[config.mk]
export PLATFORM = sky130hd
export DESIGN_NAME = apb_periph_sys
export DESIGN_NICKNAME = d
export VERILOG_FILES = /design/src/keypad_pkg.sv /design/src/periph_pkg.sv /design/src/apb_periph_sys.sv /design/src/apb_keypad.sv /design/src/key_debounce.sv /design/src/keypad_scan.sv /design/src/apb_led.sv /design/src/apb_slave_mux.sv
export SDC_FILE = /design/constraint.sdc
export NUM_CORES = 1
export LEC_CHECK = 0
export BUFFER_PORTS_ARGS = -buffer_cell sky130_fd_sc_hd__buf_2
export CORE_ASPECT_RATIO = 0.75
export CORE_UTILIZATION = 45
export CTS_CLUSTER_SIZE = 14
export DETAILED_ROUTE_END_ITERATION = 8
export GPL_TIMING_DRIVEN = 0
export PLACE_DENSITY = 0.64
export SLEW_MARGIN = 30
export SYNTH_ARGS = -nofsm -noshare
export SYNTH_HDL_FRONTEND = slang
export SYNTH_HIERARCHICAL = 1
export SYNTH_SLANG_ARGS = --single-unit
[constraint.sdc]
create_clock -name clk -period 4.8 [get_ports clk]
set_input_delay 0.48 -clock clk [delete_from_list [all_inputs] [get_ports clk]]
set_output_delay 0.48 -clock clk [all_outputs]
set_load 0.03 [all_outputs]
[src/keypad_pkg.sv]
//--------------------
// Keypad definitions
// Matrix geometry, key vector and row index types,
// register field width
//--------------------

package keypad_pkg;

    localparam int KP_ROWS = 4;
    localparam int KP_COLS = 4;

    // One register field bit per key
    localparam int KP_KEYS = KP_ROWS * KP_COLS;

    // Bit index is row * KP_COLS + column
    typedef logic [KP_KEYS-1:0] key_vec_t;

    // Currently driven row
    typedef logic [$clog2(KP_ROWS)-1:0] row_idx_t;

endpackage

[src/periph_pkg.sv]
//--------------------
// Peripheral bus definitions
// APB request and response structs, address union,
// slot map and register offsets
//--------------------

package periph_pkg;

    //--------------------
    // Bus widths
    //--------------------
    localparam int APB_ADDR_W = 16;
    localparam int APB_DATA_W = 32;

    localparam int SLOT_W = 4;      // Address bits 15:12
    localparam int OFFS_W = 4;      // Address bits 3:0
    localparam int GAP_W  = APB_ADDR_W - SLOT_W - OFFS_W;

    // Field view of an APB address
    typedef struct packed {
        logic [SLOT_W-1:0] slot;
        logic [GAP_W-1:0]  gap;     // Not decoded
        logic [OFFS_W-1:0] offset;
    } apb_addr_f_t;

    // Same address word, raw or split into slot and offset
    typedef union packed {
        logic [APB_ADDR_W-1:0] raw;
        apb_addr_f_t           f;
    } apb_addr_u;

    typedef struct packed {
        logic                  sel;
        logic                  enable;
        logic                  write;
        apb_addr_u             addr;
        logic [APB_DATA_W-1:0] wdata;
    } apb_req_t;

    typedef struct packed {
        logic                  ready;
        logic                  slverr;
        logic [APB_DATA_W-1:0] rdata;
    } apb_rsp_t;

    //--------------------
    // Slot map
    //--------------------
    localparam logic [SLOT_W-1:0] SLOT_LED    = 4'd0;
    localparam logic [SLOT_W-1:0] SLOT_KEYPAD = 4'd1;

    // LED block
    localparam int LED_WIDTH = 8;
    localparam logic [OFFS_W-1:0] REG_LED_DATA = 4'd0;

    // Keypad block
    localparam logic [OFFS_W-1:0] REG_KEY_STATE  = 4'd0;    // Read only
    localparam logic [OFFS_W-1:0] REG_KEY_STATUS = 4'd4;    // Write 1 to clear
    localparam logic [OFFS_W-1:0] REG_KEY_ENABLE = 4'd8;

endpackage
[src/apb_periph_sys.sv]
//--------------------
// Peripheral subsystem top
// APB slave mux, LED block and keypad block
//--------------------

`timescale 1ns/1ps

module apb_periph_sys #(
    parameter int SCAN_DIV        = 1000,
    parameter int DEBOUNCE_CYCLES = 20000
) (
    input  logic                               clk,
    input  logic                               RSTn,
    input  periph_pkg::apb_req_t               apb_req,
    output periph_pkg::apb_rsp_t               apb_rsp,
    input  logic [keypad_pkg::KP_COLS-1:0]     col,
    output logic [keypad_pkg::KP_ROWS-1:0]     row,
    output logic [periph_pkg::LED_WIDTH-1:0]   led,
    output logic                               irq
);

    import periph_pkg::*;

    apb_req_t led_req;
    apb_rsp_t led_rsp;
    apb_req_t key_req;
    apb_rsp_t key_rsp;
    logic     key_irq;

    apb_slave_mux u_mux (
        .apb_req  (apb_req),
        .apb_rsp  (apb_rsp),
        .led_req  (led_req),
        .led_rsp  (led_rsp),
        .key_req  (key_req),
        .key_rsp  (key_rsp),
        .key_irq  (key_irq),
        .irq      (irq)
    );

    // Slot 0
    apb_led u_led (
        .clk      (clk),
        .RSTn     (RSTn),
        .apb_req  (led_req),
        .apb_rsp  (led_rsp),
        .led      (led)
    );

    // Slot 1
    apb_keypad #(
        .SCAN_DIV        (SCAN_DIV),
        .DEBOUNCE_CYCLES (DEBOUNCE_CYCLES)
    ) u_keypad (
        .clk      (clk),
        .RSTn     (RSTn),
        .apb_req  (key_req),
        .apb_rsp  (key_rsp),
        .col      (col),
        .row      (row),
        .irq      (key_irq)
    );

endmodule

[src/apb_keypad.sv]
//--------------------
// APB keypad block
// State, press status and enable registers, interrupt,
// matrix scanner and debouncer
//--------------------

`timescale 1ns/1ps

module apb_keypad #(
    parameter int SCAN_DIV        = 1000,
    parameter int DEBOUNCE_CYCLES = 20000
) (
    input  logic                            clk,
    input  logic                            RSTn,
    input  periph_pkg::apb_req_t            apb_req,
    output periph_pkg::apb_rsp_t            apb_rsp,
    input  logic [keypad_pkg::KP_COLS-1:0]  col,
    output logic [keypad_pkg::KP_ROWS-1:0]  row,
    output logic                            irq
);

    import periph_pkg::*;
    import keypad_pkg::*;

    key_vec_t          raw_keys;
    key_vec_t          key_state;       // Debounced
    key_vec_t          key_state_q;
    key_vec_t          key_status;
    key_vec_t          key_enable;
    key_vec_t          key_rise;
    key_vec_t          status_clr;
    logic [OFFS_W-1:0] offset;
    logic              wr_en;

    keypad_scan #(
        .SCAN_DIV        (SCAN_DIV)
    ) u_scan (
        .clk             (clk),
        .RSTn            (RSTn),
        .col             (col),
        .row             (row),
        .raw_keys        (raw_keys)
    );

    key_debounce #(
        .DEBOUNCE_CYCLES (DEBOUNCE_CYCLES)
    ) u_debounce (
        .clk             (clk),
        .RSTn            (RSTn),
        .raw_keys        (raw_keys),
        .keys            (key_state)
    );

    //--------------------
    // Registers
    //--------------------
    assign offset     = apb_req.addr.f.offset;
    assign wr_en      = apb_req.sel & apb_req.enable & apb_req.write;
    assign key_rise   = key_state & ~key_state_q;
    assign status_clr = (wr_en && offset == REG_KEY_STATUS) ? apb_req.wdata[KP_KEYS-1:0] : '0;

    always_ff @(posedge clk or negedge RSTn) begin
        if (!RSTn) begin
            key_state_q <= '0;
            key_status  <= '0;
            key_enable  <= '0;
            irq         <= 1'b0;
        end else begin
            key_state_q <= key_state;
            key_status  <= (key_status & ~status_clr) | key_rise;  // New press wins over clear
            if (wr_en && offset == REG_KEY_ENABLE) begin
                key_enable <= apb_req.wdata[KP_KEYS-1:0];
            end
            irq <= |(key_status & key_enable);
        end
    end

    // Read mux
    always_comb begin
        apb_rsp.ready  = 1'b1;
        apb_rsp.slverr = 1'b0;
        case (offset)
            REG_KEY_STATE:  apb_rsp.rdata = APB_DATA_W'(key_state);
            REG_KEY_STATUS: apb_rsp.rdata = APB_DATA_W'(key_status);
            REG_KEY_ENABLE: apb_rsp.rdata = APB_DATA_W'(key_enable);
            default:        apb_rsp.rdata = '0;
        endcase
    end

endmodule

[src/key_debounce.sv]
//--------------------
// Key debouncer
// One stability counter per key
//--------------------

`timescale 1ns/1ps

module key_debounce #(
    parameter int DEBOUNCE_CYCLES = 20000
) (
    input  logic                  clk,
    input  logic                  RSTn,
    input  keypad_pkg::key_vec_t  raw_keys,
    output keypad_pkg::key_vec_t  keys
);

    import keypad_pkg::*;

    localparam int CNT_W = $clog2(DEBOUNCE_CYCLES + 1);

    logic [CNT_W-1:0] cnt [KP_KEYS];

    always_ff @(posedge clk or negedge RSTn) begin
        if (!RSTn) begin
            keys <= '0;
            for (int i = 0; i < KP_KEYS; i++) begin
                cnt[i] <= '0;
            end
        end else begin
            for (int i = 0; i < KP_KEYS; i++) begin
                if (raw_keys[i] == keys[i]) begin
                    cnt[i] <= '0;                   // Nothing pending
                end else if (cnt[i] == CNT_W'(DEBOUNCE_CYCLES)) begin
                    keys[i] <= raw_keys[i];         // Stable long enough
                    cnt[i]  <= '0;
                end else begin
                    cnt[i] <= cnt[i] + 1'b1;
                end
            end
        end
    end

endmodule

[src/keypad_scan.sv]
//--------------------
// Keypad matrix scanner
// Row drive rotation and column sampling
//--------------------

`timescale 1ns/1ps

module keypad_scan #(
    parameter int SCAN_DIV = 1000
) (
    input  logic                            clk,
    input  logic                            RSTn,
    input  logic [keypad_pkg::KP_COLS-1:0]  col,        // Active low
    output logic [keypad_pkg::KP_ROWS-1:0]  row,        // Active low one-hot
    output keypad_pkg::key_vec_t            raw_keys
);

    import keypad_pkg::*;

    localparam int DIV_W = (SCAN_DIV > 1) ? $clog2(SCAN_DIV) : 1;

    logic [DIV_W-1:0] div_cnt;
    row_idx_t         row_idx;
    logic             row_end;

    //--------------------
    // Row period divider
    //--------------------
    assign row_end = (div_cnt == DIV_W'(SCAN_DIV - 1));

    always_ff @(posedge clk or negedge RSTn) begin
        if (!RSTn) begin
            div_cnt  <= '0;
            row_idx  <= '0;
            raw_keys <= '0;
        end else if (row_end) begin
            div_cnt <= '0;
            // Columns have settled by the last cycle of the row
            raw_keys[row_idx*KP_COLS +: KP_COLS] <= ~col;
            if (row_idx == row_idx_t'(KP_ROWS - 1)) begin
                row_idx <= '0;
            end else begin
                row_idx <= row_idx + 1'b1;
            end
        end else begin
            div_cnt <= div_cnt + 1'b1;
        end
    end

    // Pull the active row low
    assign row = ~(KP_ROWS'(1) << row_idx);

endmodule

[src/apb_led.sv]
//--------------------
// APB LED block
// One data register driving the LED outputs
//--------------------

`timescale 1ns/1ps

module apb_led (
    input  logic                               clk,
    input  logic                               RSTn,
    input  periph_pkg::apb_req_t               apb_req,
    output periph_pkg::apb_rsp_t               apb_rsp,
    output logic [periph_pkg::LED_WIDTH-1:0]   led
);

    import periph_pkg::*;

    logic data_hit;
    logic wr_en;

    assign data_hit = (apb_req.addr.f.offset == REG_LED_DATA);
    assign wr_en    = apb_req.sel & apb_req.enable & apb_req.write & data_hit;

    // Loaded at the end of the access phase
    always_ff @(posedge clk or negedge RSTn) begin
        if (!RSTn) begin
            led <= '0;
        end else if (wr_en) begin
            led <= apb_req.wdata[LED_WIDTH-1:0];
        end
    end

    // Zero wait and never an error
    always_comb begin
        apb_rsp.ready  = 1'b1;
        apb_rsp.slverr = 1'b0;
        apb_rsp.rdata  = data_hit ? APB_DATA_W'(led) : '0;  // Other offsets read 0
    end

endmodule

[src/apb_slave_mux.sv]
//--------------------
// APB slave mux
// Slot decode on address bits 15:12, per-slave select,
// response and interrupt combination
//--------------------

`timescale 1ns/1ps

module apb_slave_mux (
    input  periph_pkg::apb_req_t apb_req,
    output periph_pkg::apb_rsp_t apb_rsp,

    output periph_pkg::apb_req_t led_req,
    input  periph_pkg::apb_rsp_t led_rsp,

    output periph_pkg::apb_req_t key_req,
    input  periph_pkg::apb_rsp_t key_rsp,

    input  logic                 key_irq,
    output logic                 irq
);

    import periph_pkg::*;

    logic [SLOT_W-1:0] slot;
    logic              led_hit;
    logic              key_hit;

    //--------------------
    // Decode
    //--------------------
    assign slot    = apb_req.addr.f.slot;
    assign led_hit = (slot == SLOT_LED);
    assign key_hit = (slot == SLOT_KEYPAD);

    // Fields are shared, only sel is steered
    always_comb begin
        led_req     = apb_req;
        led_req.sel = apb_req.sel & led_hit;

        key_req     = apb_req;
        key_req.sel = apb_req.sel & key_hit;
    end

    //--------------------
    // Response select
    //--------------------
    always_comb begin
        if (led_hit) begin
            apb_rsp = led_rsp;
        end else if (key_hit) begin
            apb_rsp = key_rsp;
        end else begin
            // Unmapped slot completes at once with an error
            apb_rsp.ready  = 1'b1;
            apb_rsp.slverr = 1'b1;
            apb_rsp.rdata  = '0;
        end
    end

    // Single interrupt source for now
    assign irq = key_irq;

endmodule

==> run metrics, run 1 <==
vias in the first global route=12200; Final Max Tran Viols=0; Req. time, crit path=4320 ps; min Tclk post-route=3140 ps; reg2reg start=u_keypad/u_scan/row_idx[0]; H-tree depth=2; Seq pwr share=47.9%; CP arrival=2660 ps; clock power share=46.5%; Final Non-Filler Cells=2441; Total GRT Usage=18.8%; CP max-delay cell=nor4_2; Final Net Count=1999; LEAKAGE=8.99 nW; Total Wirelength=36.9 mm; Layout Utilization=52.1%; Tcrit/Tclk final=65.4%; io pins=104; Comb power frac=5.5%; internal power=4.79 mW; GRT overflow=0; clock latency on the worst-skew pair=530 ps; CTS tree=yes; die height=174 microns; slew at the pin closest to its max-slew limit=987 ps; Final Hold Viols=0; post-route antenna net violation count=0; number of remaining DRC errors=0; routed len/inst=15.1 microns; hpwl dp=26.3 mm; NetSw=1.40 mW; most used cell, CP=buf_2; pwr/cell area=307 nW/um^2; Initial Util=46.0%; Placed Cells=2376; Vias per Instance=5.21; starting DRC count in detailed routing=830; YS warnings=6; Synth-to-Final Area Change=13.3%; Placer Congestion=0.864; proportion of layout cells with a drive suffix above 1=14.5%; Final Setup Violations=0; Pre-antenna DRT Iters=5; first-pass GRT wire length=62.5 mm; Post-Syn Area=17800 sq um; largest net degree at the start of global routing=85; Worst-path clk slew=60 ps; hold path cells=2; Setup Crit Path Kind=input port to primary output; Syn Inst Count=1779; Clock Tree Buf Depth=3; pre-CTS WS=1750 ps; Cell Chain, Critical Path=buf_4 -> nor4_2 -> buf_2 -> a222oi_1 -> inv_1 -> mux2i_1 -> nor2_1 -> buf_2; top achievable clock speed=318 MHz; via count=12700; Crit. End Element=primary output; CTS sink count=341; Die Width=231 microns; Root Driver=clkbuf_16; Final TNS setup=0 ps; setup ws final=1660 ps; IO Port Bufs=41; CP startpoint=apb_req[35]; CP Launch Type=input port; CP peak stage delay=860 ps; Post-Route Skew=14.5 ps; Hold Slack=177 ps; Worst slew margin=33.7%; Hold Path Class=input port to register; Worst VDD drop=0.000223 V; initial antenna violation count=1; Rows=62; Sw Share=22.6%; outcome=completed; cts bufs inserted=36; Die Area=40300 sq um; r2r worst-path depth=5; unrepaired setup endpoints after global routing=false; Min-Delay Startpoint=apb_req[4]; Crit Path Max Fanout=10; core area=38600 sq um; syn avg cell area=9.99 sq um; Max Cap Violations=0
## power by group through the flow
stage / clock, mW / sequential, mW / combinational, mW
floorplan: 0 / 3.01 / 0.217
global placement: 0 / 3.02 / 0.325
detailed placement: 0 / 3.02 / 0.343
CTS: 2.97 / 2.97 / 0.347
global route: 3.10 / 2.97 / 0.392
finish: 2.88 / 2.97 / 0.343
## path summary, 6_finish.rpt
path                                                endpoint  slack, ps
worst max-delay path                              apb_rsp[5]       1660
worst min-delay path                            u_led/led[4]        180
worst max register to register  u_keypad/u_scan/raw_keys[14]       2670
worst min register to register    u_keypad/u_scan/div_cnt[0]        450
max in group asynchronous        u_keypad/u_debounce/cnt[48]       2940
min in group asynchronous       u_keypad/u_debounce/cnt[237]        430
## stage by stage
stage	cell area [sq um]	total power [mW]
5_1_grt	20100	6.46
4_1_cts	20100	6.28
6_report	20100	6.19
2_1_floorplan	17900	3.22
3_5_place_dp	18900	3.36
3_3_place_gp	18800	3.34
## metal layers
metal	vias to the layer above	track usage, %	share of wire (%)
li1	6226	-	-
met2	237	27.7	43
met3	53	3.10	4.0
met1	6202	28.5	51
met4	0	4.39	1.7
met5	-	0	0
## timing repair
action	CTS	global route
setup buffers	0	0
hold endpoints to repair	39	0
resized for setup	0	0
hold buffers	1	0
## state kept, by name, summed over array words and instances (netlist names)
| name | flops |
|---|---|
| u_keypad/irq | 1 |
| u_keypad/key_enable | 16 |
| u_keypad/key_state_q | 16 |
| u_keypad/key_status | 16 |
| u_keypad/u_debounce/cnt | 240 |
| u_keypad/u_debounce/keys | 16 |
| u_keypad/u_scan/div_cnt | 10 |
| u_keypad/u_scan/raw_keys | 16 |
| u_keypad/u_scan/row_idx | 2 |
| u_led/led | 8 |
## critical path, delay by kind of cell
family | cells | cell delay [ps]
multiplexers | 1 | 80
buffers and inverters | 4 | 880
AO/OA/AOI/OAI | 1 | 150
AND/OR/NAND/NOR | 2 | 1070
## placed cells by master (no fill, tap or decap), types with 4 or more instances in the layout
cell / n
mux2_2: 47
clkbuf_16: 38
xnor2_1: 139
a222oi_1: 16
inv_1: 95
xor2_1: 81
ha_1: 39
dfrtp_1: 341
buf_16: 4
nand4_1: 99
conb_1: 44
buf_2: 48
nor2b_1: 16
buf_6: 5
clkbuf_1: 41
and3_1: 33
nor4_1: 46
and2_1: 4
mux2_4: 11
and4_1: 18
clkbuf_8: 11
buf_1: 5
o21ai_0: 10
nor2_1: 308
nand2_1: 73
nor3_1: 47
nor4b_1: 15
and2_2: 8
nand3_1: 82
or3_1: 11
a221oi_1: 4
a21oi_1: 10
and3b_1: 4
mux2i_1: 32
a22o_1: 20
buf_4: 83
## area by class of cell
cell class / instances / area [sq um]
timing repair buffer: 46 / 335
buffer: 140 / 932
sequential: 341 / 8530
inverter: 95 / 357
multi-input combinational: 1243 / 8110
antenna: 1 / 2.50
fill: 3468 / 18500
tap: 512 / 641
clock inverter: 10 / 145
clock buffer: 53 / 1090
Note: power is estimated with default switching activity, not from simulation.
==> inputs of run 2 (changes only) <==
- PLACE_DENSITY: 0.64 -> 0.66
- clock period: 4.8 -> 2.7 ns (I/O delays scaled with it)
==> run 2 against run 1 <==
Sequential share of layout area down 0.46 points. Clock-buffer cell count down 6. Clock skew up 1.3 ps. Sequential cell count unchanged. Cell count up 0.70%. Hold slack worse by 57 ps. Cell area up 1.1%. Power up 81%. Critical path type unchanged. Clock power up 83%.
==> run metrics, run 2 (synthesis results as in run 1) <==
starting DRC count in detailed routing=919 (+11%); IO Port Bufs=41 (unchanged); vias in the first global route=12500 (+2.5%); CP Launch Type=input port; slew at the pin closest to its max-slew limit=970 ps (-16.8 ps); Clock Tree Buf Depth=3 (unchanged); top achievable clock speed=384 MHz; proportion of layout cells with a drive suffix above 1=14.6% (+0.035 points); H-tree depth=2 (unchanged); io pins=104 (unchanged); fill cell count=3426 (-1.2%); Worst slew margin=34.8% (+1.1 points); Final Setup Violations=0 (unchanged); Total GRT Usage=18.9% (+0.14 points); outcome=completed; Pre-antenna DRT Iters=5 (unchanged); CP max-delay cell=nor4_2; Hold Path Class=input port to async pin; most used cell, CP=buf_2; LEAKAGE=9.09 nW (+1.1%); Placed Cells=2377 (+0.042%); Total Wirelength=37.3 mm (+1.2%); post-route antenna net violation count=0 (unchanged); GRT overflow=0 (unchanged); CTS tree=yes; Max Cap Violations=0 (unchanged); clock latency on the worst-skew pair=530 ps (about the same); sequential cell area=8530 sq um (unchanged); Vias per Instance=5.22 (+0.25%); Root Driver=clkbuf_16; pwr/cell area=550 nW/um^2 (+79%); hpwl dp=26.4 mm (+0.16%); CP arrival=2340 ps (-320 ps); Synth-to-Final Area Change=14.6%; max FFs per register=240 (unchanged); Crit. End Element=primary output; Tcrit/Tclk final=96.5%; Final Max Tran Viols=0 (unchanged); Rows=62 (unchanged); Worst-path clk slew=70 ps (about the same); routed len/inst=15.2 microns (+0.47%); CP bufs+invs=4 (unchanged); Die Width=231 microns (unchanged); core area=38600 sq um (unchanged); reg2reg start=u_keypad/u_scan/row_idx[0]; CTS sink count=341 (unchanged); Final Net Count=2015 (+0.80%); Setup Crit Path Kind=input port to primary output; Post-Route Skew=15.8 ps (+1.30 ps); unrepaired setup endpoints after global routing=false; first-pass GRT wire length=63.2 mm (+1.2%); commonest non-fill, non-tap cell in the layout=dfrtp_1; largest register by flop count=u_keypad/u_debounce/cnt; min Tclk post-route=2610 ps; via count=12800 (+0.95%); Post-CTS Setup Inserts=0 (unchanged); CP startpoint=apb_req[35]; Worst VDD drop=0.000349 V (+57%); Die Area=40300 sq um (unchanged); initial antenna violation count=2 (+1); delay-heaviest family, CP=simple AND/OR/NAND/NOR gates; die height=174 microns (unchanged); Final Non-Filler Cells=2458 (+0.70%); Initial Util=46.0% (unchanged); Final Hold Viols=0 (unchanged); number of remaining DRC errors=0 (unchanged); CP peak stage delay=850 ps (about the same); Req. time, crit path=2430 ps (-1890 ps); footprint of the multi-input gates=8110 sq um (unchanged); Placer Congestion=0.851 (-1.6%); most frequent cells in the layout=dfrtp_1 (341), nor2_1 (308), xnor2_1 (139); largest net degree at the start of global routing=90 (+5.9%); Crit Path Max Fanout=10 (unchanged); Final TNS setup=0 ps (unchanged); cts bufs inserted=35 (-2.8%); Cell Chain, Critical Path=buf_4 -> nor4_2 -> buf_2 -> a222oi_1 -> inv_1 -> mux2i_1 -> nor2_1 -> buf_2
==> run 2: changes by cell type in the layout (fill, tap and decap cells not counted), sizes merged <==
cell and delta:
clkinv +3, bufinv +3, clkbuf -6, dlygate4sd3 +16, buf +1, inv -1
diode +1
==> run 2: worst register-to-register path: cells and delay by family, from the launching register on <==
family,cells,cell delay [ps]
buffers and inverters,1,140
adders and majority gates,1,370
and+or+nand+nor,2,860
DFF,1,510
muxes,1,150
==> run 2: metal layers <==
metal | GRT usage [%] | vias up | part of all wire, %
li1 | - | 6251 | -
met1 | 28.5 | 6274 | 50
met2 | 27.6 | 265 | 43
met3 | 3.72 | 49 | 5.6
met4 | 4.64 | 0 | 1.5
met5 | 0 | - | 0
==> run 2: timing repair <==
action / in CTS / in global routing
hold buffers: 17 / 0
gates resized for setup: 0 / 0
hold endpoints to repair: 192 / 0
==> run 2: where the power goes <==
part | internal [mW] | total, mW | switching, mW
Sequential | 5.18 | 5.28 | 0.0915
Combinational | 0.259 | 0.645 | 0.386
Clock | 3.25 | 5.28 | 2.04
==> run 2: layout make-up <==
cell class              instances  share of cell area (%)
flip-flops and latches        341                    41.9
well taps                     512                    3.15
multi-input cells            1243                    39.8
repair buffers                 63                    2.57
clock buffers                  47                    5.03
clock inverters                15                    1.19
plain buffers                 140                    4.58
inverters                      95                    1.75
diodes                          2                  0.0246
==> run 2: final timing paths <==
kind | to | slack [ps] | cells after the start
setup / recovery | apb_rsp[5] | 90 | 8
hold / removal | u_keypad/u_debounce/cnt[202] | 120 | 2
setup reg to reg | u_keypad/u_scan/raw_keys[12] | 590 | 5
hold reg to reg | u_keypad/u_scan/div_cnt[0] | 460 | 1
max in group asynchronous | u_keypad/u_debounce/cnt[82] | 1370 | 5
min in group clk | u_keypad/u_scan/raw_keys[14] | 130 | 3
==> run 2: through the flow <==
stage / power [mW] / instance area, sq um / worst slack (ps) / utilization, % / hold slack [ps]
after floorplan: 5.73 / 17900 / 489 / - / -25.6
after global placement: 5.94 / 18800 / -5180 / 48.6 / 443
after detailed placement: 5.99 / 18900 / 178 / 49.0 / 62.8
after CTS: 11.4 / 20400 / 180 / 52.7 / 93.0
after global routing: 11.6 / 20400 / 36.9 / 52.7 / 107
final: 11.2 / 20400 / 93.5 / 52.7 / 120
